$ cat config.mk
export PLATFORM = sky130hd
export DESIGN_NAME = if_fetch_stage
export DESIGN_NICKNAME = d
export VERILOG_FILES = /design/src/if_fetch_pkg.sv /design/src/if_pc_select.sv /design/src/if_prefetch_buffer.sv /design/src/if_id_register.sv /design/src/if_pc_check.sv /design/src/if_fetch_stage.sv
export SDC_FILE = /design/constraint.sdc
export NUM_CORES = 1
export LEC_CHECK = 0
export ABC_AREA = 1
export BUFFER_PORTS_ARGS = -buffer_cell sky130_fd_sc_hd__buf_4
export CAP_MARGIN = 20
export CORE_MARGIN = 2
export CORE_UTILIZATION = 60
export DETAILED_ROUTE_END_ITERATION = 6
export PLACE_DENSITY = 0.95
export SYNTH_ARGS = -nofsm -noshare
export SYNTH_HDL_FRONTEND = slang
export SYNTH_HIERARCHICAL = 1
export SYNTH_SLANG_ARGS = --single-unit
$ cat constraint.sdc
create_clock -name clk_i -period 7.65 [get_ports clk_i]
set_input_delay 0.3825 -clock clk_i [delete_from_list [all_inputs] [get_ports clk_i]]
set_output_delay 0.3825 -clock clk_i [all_outputs]
set_load 0.005 [all_outputs]
$ cat src/if_fetch_pkg.sv
// instruction fetch stage package
// shared widths, next-PC and exception-vector selects, bus and queue structs

package if_fetch_pkg;

  ////////////////////////////////////////////////////////////
  // widths and constants
  ////////////////////////////////////////////////////////////

  // data and address width
  parameter int unsigned XLEN = 32;
  // low address bits replaced in mtvec and boot addresses
  parameter int unsigned MTVEC_LSB = 8;
  // low byte of the boot fetch address
  parameter logic [7:0] BOOT_OFFSET = 8'h80;

  typedef logic [XLEN-1:0] addr_t;
  // vectored interrupt number
  typedef logic [4:0] irq_id_t;

  ////////////////////////////////////////////////////////////
  // selects
  ////////////////////////////////////////////////////////////

  // source of the next fetch address
  typedef enum logic [2:0] {
    PC_BOOT = 3'd0,
    PC_JUMP = 3'd1,
    PC_EXC  = 3'd2,
    PC_ERET = 3'd3,
    PC_DRET = 3'd4
  } pc_sel_e;

  // source of the exception vector
  typedef enum logic [1:0] {
    EXC_PC_EXC     = 2'd0,
    EXC_PC_IRQ     = 2'd1,
    EXC_PC_DBD     = 2'd2,
    EXC_PC_DBG_EXC = 2'd3
  } exc_pc_sel_e;

  ////////////////////////////////////////////////////////////
  // bus and queue
  ////////////////////////////////////////////////////////////

  // instruction bus request, held until granted
  typedef struct packed {
    logic  req;
    addr_t addr;
  } instr_bus_req_t;

  // instruction bus grant and in-order response
  typedef struct packed {
    logic            gnt;
    logic            rvalid;
    logic [XLEN-1:0] rdata;
    logic            err;
  } instr_bus_rsp_t;

  // one fetched word on its way to decode
  typedef struct packed {
    addr_t           addr;
    logic [XLEN-1:0] rdata;
    logic            err;
  } fetch_entry_t;

endpackage

$ cat src/if_pc_select.sv
// next fetch address selection
// builds the exception vector from mtvec or the debug addresses and then
// picks the next PC from boot, jump, exception, mepc or depc

`timescale 1ns/100ps

module if_pc_select #(
  parameter if_fetch_pkg::addr_t DM_HALT_ADDR      = 32'h1A11_0800,
  parameter if_fetch_pkg::addr_t DM_EXCEPTION_ADDR = 32'h1A11_0808
) (
  input  if_fetch_pkg::addr_t       boot_addr_i,
  input  if_fetch_pkg::addr_t       branch_target_i,
  input  if_fetch_pkg::addr_t       csr_mepc_i,
  input  if_fetch_pkg::addr_t       csr_depc_i,
  input  if_fetch_pkg::addr_t       csr_mtvec_i,
  input  if_fetch_pkg::pc_sel_e     pc_mux_i,
  input  if_fetch_pkg::exc_pc_sel_e exc_pc_mux_i,
  input  if_fetch_pkg::irq_id_t     irq_id_i,
  output if_fetch_pkg::addr_t       fetch_addr_o
);

  if_fetch_pkg::addr_t exc_pc;
  if_fetch_pkg::addr_t boot_pc;
  if_fetch_pkg::addr_t next_pc;

  // upper boot bits with the fixed boot offset
  assign boot_pc = {boot_addr_i[if_fetch_pkg::XLEN-1:if_fetch_pkg::MTVEC_LSB],
                    if_fetch_pkg::BOOT_OFFSET};

  ////////////////////////////////////////////////////////////
  // exception vector
  ////////////////////////////////////////////////////////////

  always_comb begin
    unique case (exc_pc_mux_i)
      // vectored mode, one word per interrupt line
      if_fetch_pkg::EXC_PC_IRQ: begin
        exc_pc = {csr_mtvec_i[if_fetch_pkg::XLEN-1:if_fetch_pkg::MTVEC_LSB],
                  1'b0, irq_id_i, 2'b00};
      end
      if_fetch_pkg::EXC_PC_DBD:     exc_pc = DM_HALT_ADDR;
      if_fetch_pkg::EXC_PC_DBG_EXC: exc_pc = DM_EXCEPTION_ADDR;
      // synchronous exceptions land on the mtvec base
      default: begin
        exc_pc = {csr_mtvec_i[if_fetch_pkg::XLEN-1:if_fetch_pkg::MTVEC_LSB], 8'h00};
      end
    endcase
  end

  ////////////////////////////////////////////////////////////
  // next-PC mux
  ////////////////////////////////////////////////////////////

  always_comb begin
    unique case (pc_mux_i)
      if_fetch_pkg::PC_JUMP: next_pc = branch_target_i;
      if_fetch_pkg::PC_EXC:  next_pc = exc_pc;
      // return from trap handler
      if_fetch_pkg::PC_ERET: next_pc = csr_mepc_i;
      // return from debug mode
      if_fetch_pkg::PC_DRET: next_pc = csr_depc_i;
      default:               next_pc = boot_pc;
    endcase
  end

  // only whole words are fetched
  assign fetch_addr_o = {next_pc[if_fetch_pkg::XLEN-1:2], 2'b00};

endmodule

$ cat src/if_prefetch_buffer.sv
// prefetch buffer for whole instruction words
// issues in-order bus requests, tracks outstanding and discarded responses
// and queues returned words with their address and error flag

`timescale 1ns/100ps

module if_prefetch_buffer #(
  parameter int unsigned FIFO_DEPTH = 2
) (
  input  logic                          clk_i,
  input  logic                          rst_ni,
  input  logic                          req_i,
  input  logic                          branch_i,
  input  if_fetch_pkg::addr_t           branch_addr_i,
  input  if_fetch_pkg::instr_bus_rsp_t  bus_rsp_i,
  input  logic                          ready_i,
  output if_fetch_pkg::instr_bus_req_t  bus_req_o,
  output logic                          valid_o,
  output if_fetch_pkg::fetch_entry_t    entry_o,
  output if_fetch_pkg::addr_t           next_pc_o,
  output logic                          busy_o
);

  localparam int unsigned PTR_W = (FIFO_DEPTH > 1) ? $clog2(FIFO_DEPTH) : 1;
  localparam int unsigned CNT_W = $clog2(FIFO_DEPTH + 1);
  localparam logic [CNT_W-1:0] DEPTH_C = CNT_W'(FIFO_DEPTH);
  localparam logic [CNT_W-1:0] ONE_C = CNT_W'(1);
  localparam logic [PTR_W-1:0] LAST_PTR = PTR_W'(FIFO_DEPTH - 1);
  localparam if_fetch_pkg::addr_t WORD_INCR = if_fetch_pkg::addr_t'(4);

  if_fetch_pkg::addr_t        req_addr_q, req_addr_d;
  if_fetch_pkg::addr_t        rsp_addr_q;
  if_fetch_pkg::addr_t        next_pc_q;
  logic [CNT_W-1:0]           out_q, out_d;
  logic [CNT_W-1:0]           disc_q, disc_d;
  logic [CNT_W-1:0]           count_q, count_d;
  logic [CNT_W:0]             occupancy;
  logic [PTR_W-1:0]           rd_ptr_q, wr_ptr_q;
  if_fetch_pkg::fetch_entry_t queue_q [FIFO_DEPTH];
  logic                       slot_free;
  logic                       granted;
  logic                       rsp_keep;
  logic                       pop;

  // circular pointer step for any depth
  function automatic logic [PTR_W-1:0] ptr_inc(input logic [PTR_W-1:0] ptr);
    return (ptr == LAST_PTR) ? '0 : ptr + PTR_W'(1);
  endfunction

  ////////////////////////////////////////////////////////////
  // request side
  ////////////////////////////////////////////////////////////

  // every outstanding response owns a queue slot
  assign occupancy = {1'b0, out_q} + {1'b0, count_q};

  always_comb begin
    if (branch_i) begin
      // queue is flushed this cycle, only outstanding responses count
      slot_free = (out_q < DEPTH_C);
    end else begin
      slot_free = (occupancy < {1'b0, DEPTH_C});
    end
  end

  // a redirect goes straight onto the bus
  assign bus_req_o.req  = req_i & slot_free;
  assign bus_req_o.addr = branch_i ? branch_addr_i : req_addr_q;
  assign granted        = bus_req_o.req & bus_rsp_i.gnt;

  always_comb begin
    req_addr_d = req_addr_q;
    if (granted) begin
      req_addr_d = bus_req_o.addr + WORD_INCR;
    end else if (branch_i) begin
      req_addr_d = branch_addr_i;
    end
  end

  ////////////////////////////////////////////////////////////
  // outstanding and discarded responses
  ////////////////////////////////////////////////////////////

  always_comb begin
    out_d = out_q;
    if (granted && !bus_rsp_i.rvalid) begin
      out_d = out_q + ONE_C;
    end else if (!granted && bus_rsp_i.rvalid) begin
      out_d = out_q - ONE_C;
    end
  end

  // on redirect everything still in flight is stale
  // a response in the redirect cycle itself is dropped directly
  always_comb begin
    disc_d = disc_q;
    if (branch_i) begin
      disc_d = bus_rsp_i.rvalid ? out_q - ONE_C : out_q;
    end else if (bus_rsp_i.rvalid && disc_q != '0) begin
      disc_d = disc_q - ONE_C;
    end
  end

  assign rsp_keep = bus_rsp_i.rvalid & (disc_q == '0) & ~branch_i;
  assign busy_o   = (out_q != '0);

  ////////////////////////////////////////////////////////////
  // fetch queue
  ////////////////////////////////////////////////////////////

  assign valid_o   = (count_q != '0);
  assign pop       = valid_o & ready_i;
  assign entry_o   = queue_q[rd_ptr_q];
  assign next_pc_o = next_pc_q;

  always_comb begin
    count_d = count_q;
    if (branch_i) begin
      count_d = '0;
    end else if (rsp_keep && !pop) begin
      count_d = count_q + ONE_C;
    end else if (!rsp_keep && pop) begin
      count_d = count_q - ONE_C;
    end
  end

  always_ff @(posedge clk_i or negedge rst_ni) begin
    if (!rst_ni) begin
      req_addr_q <= '0;
      rsp_addr_q <= '0;
      next_pc_q  <= '0;
      out_q      <= '0;
      disc_q     <= '0;
      count_q    <= '0;
      rd_ptr_q   <= '0;
      wr_ptr_q   <= '0;
    end else begin
      req_addr_q <= req_addr_d;
      out_q      <= out_d;
      disc_q     <= disc_d;
      count_q    <= count_d;
      if (branch_i) begin
        // kept responses and delivery both restart at the target
        rsp_addr_q <= branch_addr_i;
        next_pc_q  <= branch_addr_i;
        rd_ptr_q   <= '0;
        wr_ptr_q   <= '0;
      end else begin
        if (rsp_keep) begin
          rsp_addr_q <= rsp_addr_q + WORD_INCR;
          wr_ptr_q   <= ptr_inc(wr_ptr_q);
        end
        if (pop) begin
          next_pc_q <= next_pc_q + WORD_INCR;
          rd_ptr_q  <= ptr_inc(rd_ptr_q);
        end
      end
    end
  end

  // queue storage
  always_ff @(posedge clk_i) begin
    if (rsp_keep) begin
      queue_q[wr_ptr_q] <= '{addr: rsp_addr_q, rdata: bus_rsp_i.rdata, err: bus_rsp_i.err};
    end
  end

endmodule

$ cat src/if_id_register.sv
// IF-ID pipeline register
// holds the valid and new flags plus instruction, PC and fetch error for decode

`timescale 1ns/100ps

module if_id_register (
  input  logic                              clk_i,
  input  logic                              rst_ni,
  input  logic                              fetch_valid_i,
  input  if_fetch_pkg::fetch_entry_t        entry_i,
  input  logic                              id_in_ready_i,
  input  logic                              pc_set_i,
  input  logic                              instr_valid_clear_i,
  output logic                              fetch_ready_o,
  output logic                              instr_valid_id_o,
  output logic                              instr_new_id_o,
  output logic [if_fetch_pkg::XLEN-1:0]     instr_rdata_id_o,
  output logic                              instr_fetch_err_o,
  output if_fetch_pkg::addr_t               pc_id_o
);

  logic transfer;
  logic valid_d, valid_q;
  logic new_q;

  // decode pulls directly from the queue
  assign fetch_ready_o = id_in_ready_i;
  assign transfer      = fetch_valid_i & id_in_ready_i;

  ////////////////////////////////////////////////////////////
  // flags
  ////////////////////////////////////////////////////////////

  // a redirect squashes the word taken in the same cycle
  // valid is held until decode clears it
  assign valid_d = (transfer & ~pc_set_i) | (valid_q & ~instr_valid_clear_i);

  always_ff @(posedge clk_i or negedge rst_ni) begin
    if (!rst_ni) begin
      valid_q <= 1'b0;
      new_q   <= 1'b0;
    end else begin
      valid_q <= valid_d;
      // one-cycle marker for every word entering ID
      new_q   <= transfer;
    end
  end

  assign instr_valid_id_o = valid_q;
  assign instr_new_id_o   = new_q;

  ////////////////////////////////////////////////////////////
  // payload
  ////////////////////////////////////////////////////////////

  // frozen while decode is stalled
  always_ff @(posedge clk_i) begin
    if (transfer) begin
      instr_rdata_id_o  <= entry_i.rdata;
      instr_fetch_err_o <= entry_i.err;
      pc_id_o           <= entry_i.addr;
    end
  end

endmodule

$ cat src/if_pc_check.sv
// sequential PC check
// raises an alert when the fetch PC is not the ID PC plus one word

`timescale 1ns/100ps

module if_pc_check #(
  parameter bit PC_INCR_CHECK = 1'b1
) (
  input  logic                clk_i,
  input  logic                rst_ni,
  input  logic                instr_new_i,
  input  logic                redirect_i,
  input  if_fetch_pkg::addr_t pc_if_i,
  input  if_fetch_pkg::addr_t pc_id_i,
  output logic                alert_o
);

  if (PC_INCR_CHECK) begin : g_check
    logic                seq_q;
    logic                redirect_q;
    if_fetch_pkg::addr_t pc_id_incr;

    // a word squashed by a redirect does not start a sequence
    always_ff @(posedge clk_i or negedge rst_ni) begin
      if (!rst_ni) begin
        seq_q      <= 1'b0;
        redirect_q <= 1'b0;
      end else begin
        seq_q      <= (seq_q | (instr_new_i & ~redirect_q)) & ~redirect_i;
        redirect_q <= redirect_i;
      end
    end

    assign pc_id_incr = pc_id_i + if_fetch_pkg::addr_t'(4);
    assign alert_o    = seq_q & (pc_if_i != pc_id_incr);
  end else begin : g_no_check
    assign alert_o = 1'b0;
  end

endmodule

$ cat src/if_fetch_stage.sv
// instruction fetch stage top level
// next-PC selection, prefetch buffer, IF-ID register and PC sequence check

`timescale 1ns/100ps

module if_fetch_stage #(
  parameter if_fetch_pkg::addr_t DM_HALT_ADDR      = 32'h1A11_0800,
  parameter if_fetch_pkg::addr_t DM_EXCEPTION_ADDR = 32'h1A11_0808,
  parameter int unsigned         FIFO_DEPTH        = 2,
  parameter bit                  PC_INCR_CHECK     = 1'b1
) (
  input  logic                          clk_i,
  input  logic                          rst_ni,
  input  logic                          req_i,
  input  if_fetch_pkg::addr_t           boot_addr_i,
  // instruction bus
  output if_fetch_pkg::instr_bus_req_t  instr_bus_req_o,
  input  if_fetch_pkg::instr_bus_rsp_t  instr_bus_rsp_i,
  // redirect control
  input  logic                          pc_set_i,
  input  if_fetch_pkg::pc_sel_e         pc_mux_i,
  input  if_fetch_pkg::exc_pc_sel_e     exc_pc_mux_i,
  input  if_fetch_pkg::irq_id_t         irq_id_i,
  input  if_fetch_pkg::addr_t           branch_target_ex_i,
  input  if_fetch_pkg::addr_t           csr_mepc_i,
  input  if_fetch_pkg::addr_t           csr_depc_i,
  input  if_fetch_pkg::addr_t           csr_mtvec_i,
  // decode side
  input  logic                          id_in_ready_i,
  input  logic                          instr_valid_clear_i,
  output logic                          instr_valid_id_o,
  output logic                          instr_new_id_o,
  output logic [if_fetch_pkg::XLEN-1:0] instr_rdata_id_o,
  output logic                          instr_fetch_err_o,
  output if_fetch_pkg::addr_t           pc_if_o,
  output if_fetch_pkg::addr_t           pc_id_o,
  // status
  output logic                          csr_mtvec_init_o,
  output logic                          pc_mismatch_alert_o,
  output logic                          if_busy_o
);

  if_fetch_pkg::addr_t        fetch_addr_n;
  logic                       fetch_valid;
  logic                       fetch_ready;
  if_fetch_pkg::fetch_entry_t fetch_entry;

  // mtvec gets its reset value on the boot jump
  assign csr_mtvec_init_o = pc_set_i & (pc_mux_i == if_fetch_pkg::PC_BOOT);

  if_pc_select #(
    .DM_HALT_ADDR      (DM_HALT_ADDR),
    .DM_EXCEPTION_ADDR (DM_EXCEPTION_ADDR)
  ) u_pc_select (
    .boot_addr_i     (boot_addr_i),
    .branch_target_i (branch_target_ex_i),
    .csr_mepc_i      (csr_mepc_i),
    .csr_depc_i      (csr_depc_i),
    .csr_mtvec_i     (csr_mtvec_i),
    .pc_mux_i        (pc_mux_i),
    .exc_pc_mux_i    (exc_pc_mux_i),
    .irq_id_i        (irq_id_i),
    .fetch_addr_o    (fetch_addr_n)
  );

  if_prefetch_buffer #(
    .FIFO_DEPTH (FIFO_DEPTH)
  ) u_prefetch_buffer (
    .clk_i         (clk_i),
    .rst_ni        (rst_ni),
    .req_i         (req_i),
    .branch_i      (pc_set_i),
    .branch_addr_i (fetch_addr_n),
    .bus_rsp_i     (instr_bus_rsp_i),
    .ready_i       (fetch_ready),
    .bus_req_o     (instr_bus_req_o),
    .valid_o       (fetch_valid),
    .entry_o       (fetch_entry),
    .next_pc_o     (pc_if_o),
    .busy_o        (if_busy_o)
  );

  if_id_register u_if_id_register (
    .clk_i               (clk_i),
    .rst_ni              (rst_ni),
    .fetch_valid_i       (fetch_valid),
    .entry_i             (fetch_entry),
    .id_in_ready_i       (id_in_ready_i),
    .pc_set_i            (pc_set_i),
    .instr_valid_clear_i (instr_valid_clear_i),
    .fetch_ready_o       (fetch_ready),
    .instr_valid_id_o    (instr_valid_id_o),
    .instr_new_id_o      (instr_new_id_o),
    .instr_rdata_id_o    (instr_rdata_id_o),
    .instr_fetch_err_o   (instr_fetch_err_o),
    .pc_id_o             (pc_id_o)
  );

  if_pc_check #(
    .PC_INCR_CHECK (PC_INCR_CHECK)
  ) u_pc_check (
    .clk_i       (clk_i),
    .rst_ni      (rst_ni),
    .instr_new_i (instr_new_id_o),
    .redirect_i  (pc_set_i),
    .pc_if_i     (pc_if_o),
    .pc_id_i     (pc_id_o),
    .alert_o     (pc_mismatch_alert_o)
  );

endmodule

* After elaboration in Yosys (flattened, before gate mapping)
Memory sizes are Yosys's and may differ from the RTL's. A register that Yosys moved wholly into a read port is not among the register bits.
Cells that the tools add are included.
** Cells by class
- Equal/unequal tests :: 8
- Mux-type cells :: 25
- $lt $le $gt $ge :: 2
- $add $sub $neg :: 12
- Reductions and logical operators :: 19
- Bitwise logic cells :: 16
** Operators with widths (number)
- $mux W32 :: 6
- $add A32 B3 Y32 const B :: 4
- $pmux W32 S4 :: 1
- $pmux W32 S3 :: 1
- $ne A32 B32 Y1 :: 1
- $mux W2 :: 8
- $reduce_bool A2 Y1 :: 7
- $and A1 B1 Y1 :: 11
- $mux W1 :: 9
- $eq A3 B2 Y1 const B :: 2
- $sub A2 B1 Y2 const B :: 3
- $logic_and A1 B1 Y1 :: 5
- $add A2 B1 Y2 const B :: 2
- $eq A2 B2 Y1 const B :: 2
- $logic_not A1 Y1 :: 4
- $add A2 B2 Y3 :: 1
- $eq A3 B1 Y1 const B :: 1
- $eq A3 B3 Y1 const B :: 1
- $logic_not A3 Y1 :: 1
- $lt A3 B2 Y1 const B :: 1
- $not A1 Y1 :: 3
- $reduce_bool A3 Y1 :: 1
- $add A1 B1 Y1 const B :: 2
- $eq A2 B1 Y1 const B :: 1
- other kinds (3) :: 4
** Word-level totals
- Output and inout port bits :: 135
- Memories kept :: 1
- Memory bits (writable) :: 130
- Bits in registers :: 108
** Memories
- u_prefetch_buffer.queue_q :: words 2, bits a word 65, read ports 1, clocked after Yosys merged registers in 1, write ports 1, RTL line if_prefetch_buffer.sv:39 : if_fetch_pkg::fetch_entry_t queue_q [FIFO_DEPTH];

* Depth between registers and ports, before layout
- Depth after elaboration :: 9
- Mapped depth :: 18
- Gate-level depth less buffers :: 17

* Hierarchy
Netlist, hierarchy kept.
** By module, submodules not included
- if_prefetch_buffer :: area an instance 11691.2 um2, instances 1, cells each 1341
- if_id_register :: area an instance 2037.0 um2, instances 1, cells each 75
- if_pc_select :: area an instance 1655.3 um2, instances 1, cells each 359
- if_pc_check :: area an instance 1602.8 um2, instances 1, cells each 320
- if_fetch_stage :: area an instance 22.5 um2, instances 1, cells each 6

* Worst setup path after synthesis
Ideal clock, no wire load.
- Path type :: input to register
- Start :: input pc_set_i
- End :: memory u_prefetch_buffer/queue_q[0][0] (netlist bit), enable pin
- Path buffers :: 2
- Cell stages on the path :: 5
- Arrival :: 3696 ps
- Path slack :: 3465 ps
- Setup time :: 489 ps
- Path through :: buf_4 > buf_4 > nor2_1 > inv_1 > nor2_1
** Between the ends
- Word-level cells in the longest chain between the ends :: 4
** Ends and longest elaborated chain
- start, declared :: RTL line if_fetch_stage.sv:20 : input logic pc_set_i,
- $not A1 Y1 :: RTL line if_prefetch_buffer.sv:104 : assign rsp_keep = bus_rsp_i.rvalid & (disc_q == '0) & ~branch_i;
- $and A1 B1 Y1 :: RTL line if_prefetch_buffer.sv:104
- $mux W1 :: RTL line if_prefetch_buffer.sv:163 : if (rsp_keep) begin
- $mux W1 (not written as such) :: RTL line if_prefetch_buffer.sv:164 : queue_q[wr_ptr_q] <= '{addr: rsp_addr_q, rdata: bus_rsp_i.rdata, err: bus_rsp_i.err};
- end, declared :: RTL line if_prefetch_buffer.sv:39
No other way between the ends.

* Final worst setup path
- Start :: register u_if_id_register.pc_id_o[2] (read register of u_prefetch_buffer.queue_q)
- End :: output pc_mismatch_alert_o
** Between the ends
- Word-level cells in the longest chain between the ends :: 3
** Ends and longest elaborated chain
- start, declared :: RTL line if_id_register.sv:19 : output if_fetch_pkg::addr_t pc_id_o
- $add A32 B3 Y32 :: RTL line if_pc_check.sv:34 : assign pc_id_incr = pc_id_i + if_fetch_pkg::addr_t'(4);
- $ne A32 B32 Y1 :: RTL line if_pc_check.sv:35 : assign alert_o = seq_q & (pc_if_i != pc_id_incr);
- $and A1 B1 Y1 :: RTL line if_pc_check.sv:35
- end, declared :: RTL line if_fetch_stage.sv:39 : output logic pc_mismatch_alert_o,
No other way between the ends.

==> flow_summary.ini <==
[clock_tree]
cts_resized = 0
numCtsBuffers = 29
h-tree-depth = 1
clk_pin_slew_ns = 0.07
clockBufferDepth = 3
worstSkewPairLatency_ns = 0.58
root_buffer = clkbuf_16
cts_tree = done
clock_sinks = 303
cts-hold-fix-buffers = 34
post_cts_buffers = 0

[power]
internal_power_mw = 3.424
pwr-share-seq_pct = 44.5
irDropWorstVdd_mv = 0.2173
power_switching_mw = 1.818
power_density_nw_per_um2 = 250.2
p_leak_nw = 9.789
comb_power_share_pct = 27.4
swShare_pct = 34.68
p_total_mw = 5.241
pwr-share-clk_pct = 28.1

[detailed_routing]
vias_per_cell = 5.832
ant_nets = 0
post-route-drc-count = 12
drt_iter0_markers = 1961
vias = 16568
first_pass_iters = 7
drt-total-wl_um = 56530
routedWlPerCell_um = 19.90

[outcome]
violations = DRC
status = finished with violations

[floorplanning]
initial_core_util_pct = 61.06
fp.dieH_um = 172.4
die_x_um = 172.4
io_pins = 346
coreArea_um2 = 27860
dieArea_um2 = 29710
row_count = 61

[setup_path]
cp-start-kind = flop
critPathRequiredTime_ns = 7.27
rrSetupSlack_ns = 4.77
critPathKind = flop to output pin
reg2reg_to = u_prefetch_buffer/queue_q[1][24]
crit_arrival_ns = 2.82
endpoint_kind = output pin
reg2reg_depth = 7
rr_startpoint = u_prefetch_buffer/disc_q[0]
crit_fanout = 5

[timing]
period_needed_ns = 3.206
worstMarginPinSlew_ns = 0.8202
worst_slack_ns = 4.444
skew_ns = 0.02320
hold_slack_ns = 0.08287
finalHoldViolations = 0
finalMaxSlewViolations = 0
finalSetupViolCount = 0
max_slew_margin_pct = 45.32
fmax_mhz = 311.9
finalCritPeriodShare_pct = 41.91
rsz0062_at_grt = false
tns_ns = 0

[cells_and_area]
syn2layout_area_growth_pct = 23.17
layout_common_cells = 719 x nand2_1, 333 x buf_4, 238 x inv_1, 201 x nand3_1, 195 x edfxtp_1
drive_gt1_share_pct = 20.15
final_common_cell = nand2_1
nNetsFinal = 2658

[hold_path]
min_to = u_if_id_register/instr_valid_id_o
min_delay_path_depth = 3
min_from = id_in_ready_i
hold_path.class = input pin to flop

[synthesis]
synth_edf_count = 195
synth_area_leaders = edfxtp_1 34%, dfrtp_1 16%, nand2_1 16%
synth_top_area_share_pct = 34.43
synth_flop_cell = edfxtp_1
synth_area_per_cell_um2 = 8.096
synthCells = 2101
yosysUniqueCellTypes = 46
synth_warnings = 6
netlist_area_um2 = 17010
async_reset_ff_share_pct = 35.64
synth-seq-area-share_pct = 50.32
ys_ff_latch = 303
synth_top_area_cell = edfxtp_1

[global_route]
antenna_found_initial = 1
grt_pass1_wl_um = 85630
grt_max_degree = 80
grt_overflow_total = 0
met1_usage_pct = 44.21
grt_usage_pct = 37.87
grt.busiest_layer = met2
use_met2_pct = 66.09
use_met3_pct = 7.164
grt_pass1_vias = 16108

[placed_design]
portBuffers = 323
dp_hpwl_um = 38730
gp_congestion = 0.9294
dp_slack_ns = 4.257

[job]
drv_cap = 0
## logic make-up after synthesis
group | count (synthesis) | synth area share, %
AOI/OAI and AO/OA | 106 | 3.722
other | 1 | 0.02205
buffers and inverters | 312 | 7.776
xor gates and xnor gates | 49 | 2.523
adders and majority gates | 8 | 0.6326
DFF | 303 | 50.32
and+or+nand+nor | 1322 | 35.01
## power by group through the flow
stage | clock network (mW) | logic [mW] | registers (mW)
2_1_floorplan | 0 | 0.792 | 2.27
3_3_place_gp | 0 | 1.29 | 2.32
3_5_place_dp | 0 | 1.35 | 2.34
4_1_cts | 1.46 | 1.38 | 2.31
5_1_grt | 1.53 | 1.56 | 2.35
6_report | 1.47 | 1.44 | 2.33
## final cells by class
class	instances	area (um2)
clock buffer	40	787.0
timing repair buffer	368	2868
antenna	1	2.502
fill	1914	6908
multi-input combinational	1487	7147
tap	378	473.0
sequential	303	8559
clock inverter	14	172.7
inverter	250	940.9
## Yosys cell counts, drive strengths merged, types with 11 or more instances
| library cell | n |
|---|---|
| a21oi | 21 |
| buf | 43 |
| clkbuf | 19 |
| dfrtp | 108 |
| edfxtp | 195 |
| inv | 248 |
| nand2 | 780 |
| nand3 | 206 |
| nand3b | 15 |
| nand4 | 57 |
| nor2 | 222 |
| nor3 | 37 |
| o211ai | 13 |
| o21ai | 50 |
| o21bai | 11 |
| xnor2 | 19 |
| xor2 | 30 |
## worst max path at each step
stage,from,endpoint,slack [ns],cells past startpoint
floorplan,pc_set_i,u_prefetch_buffer/queue_q[0][0],3.47,5
global placement,pc_mux_i[2],u_prefetch_buffer/req_addr_q[30],4.36,16
detailed placement,pc_mux_i[2],u_prefetch_buffer/req_addr_q[26],4.26,16
CTS,u_if_id_register/pc_id_o[2],pc_mismatch_alert_o,4.55,15
global route,u_if_id_register/pc_id_o[2],pc_mismatch_alert_o,4.23,15
finish,u_if_id_register/pc_id_o[2],pc_mismatch_alert_o,4.44,15
## critical path, cell delays in order (launching register included)
cell and delay [ns]:
edfxtp_1 0.46, ha_1 0.25, nand2_1 0.16, nor2_4 0.22, nand2_4 0.13, nor2_4 0.18, nand2_1 0.07, nand2_1 0.07
nand2_1 0.05, clkinv_1 0.04, nand2_1 0.05, nor2_1 0.18, nand3_1 0.10, nor2_1 0.09, a21oi_1 0.07, buf_4 0.13
## flip-flops by register name, indices dropped and copies added (netlist names), 32 cells and up
register                           count
u_prefetch_buffer/req_addr_q          32
u_prefetch_buffer/queue_q            130
u_if_id_register/instr_rdata_id_o     32
u_prefetch_buffer/rsp_addr_q          32
u_if_id_register/pc_id_o              32
u_prefetch_buffer/next_pc_o           32
## routing by layer
| layer | routed length, um | part of all wire [%] | vias to the layer above |
|---|---|---|---|
| met5 | 0 | 0 | - |
| met4 | 3454 | 6.1 | 0 |
| met3 | 5980 | 11 | 304 |
| met2 | 27710 | 49 | 1245 |
| met1 | 19390 | 34 | 7566 |
| li1 | - | - | 7453 |
## stage by stage
| stage | instance area (um2) | util (%) | std cells |
|---|---|---|---|
| global placement | 19610 | 70.40 | 2750 |
| detailed placement | 19610 | 70.40 | 2750 |
| global route | 20950 | 75.20 | 2841 |
| CTS | 20910 | 75.07 | 2838 |
| finish | 20950 | 75.20 | 2841 |
| floorplan | 17010 | - | 2102 |
Note: power is estimated with default switching activity, not from simulation.
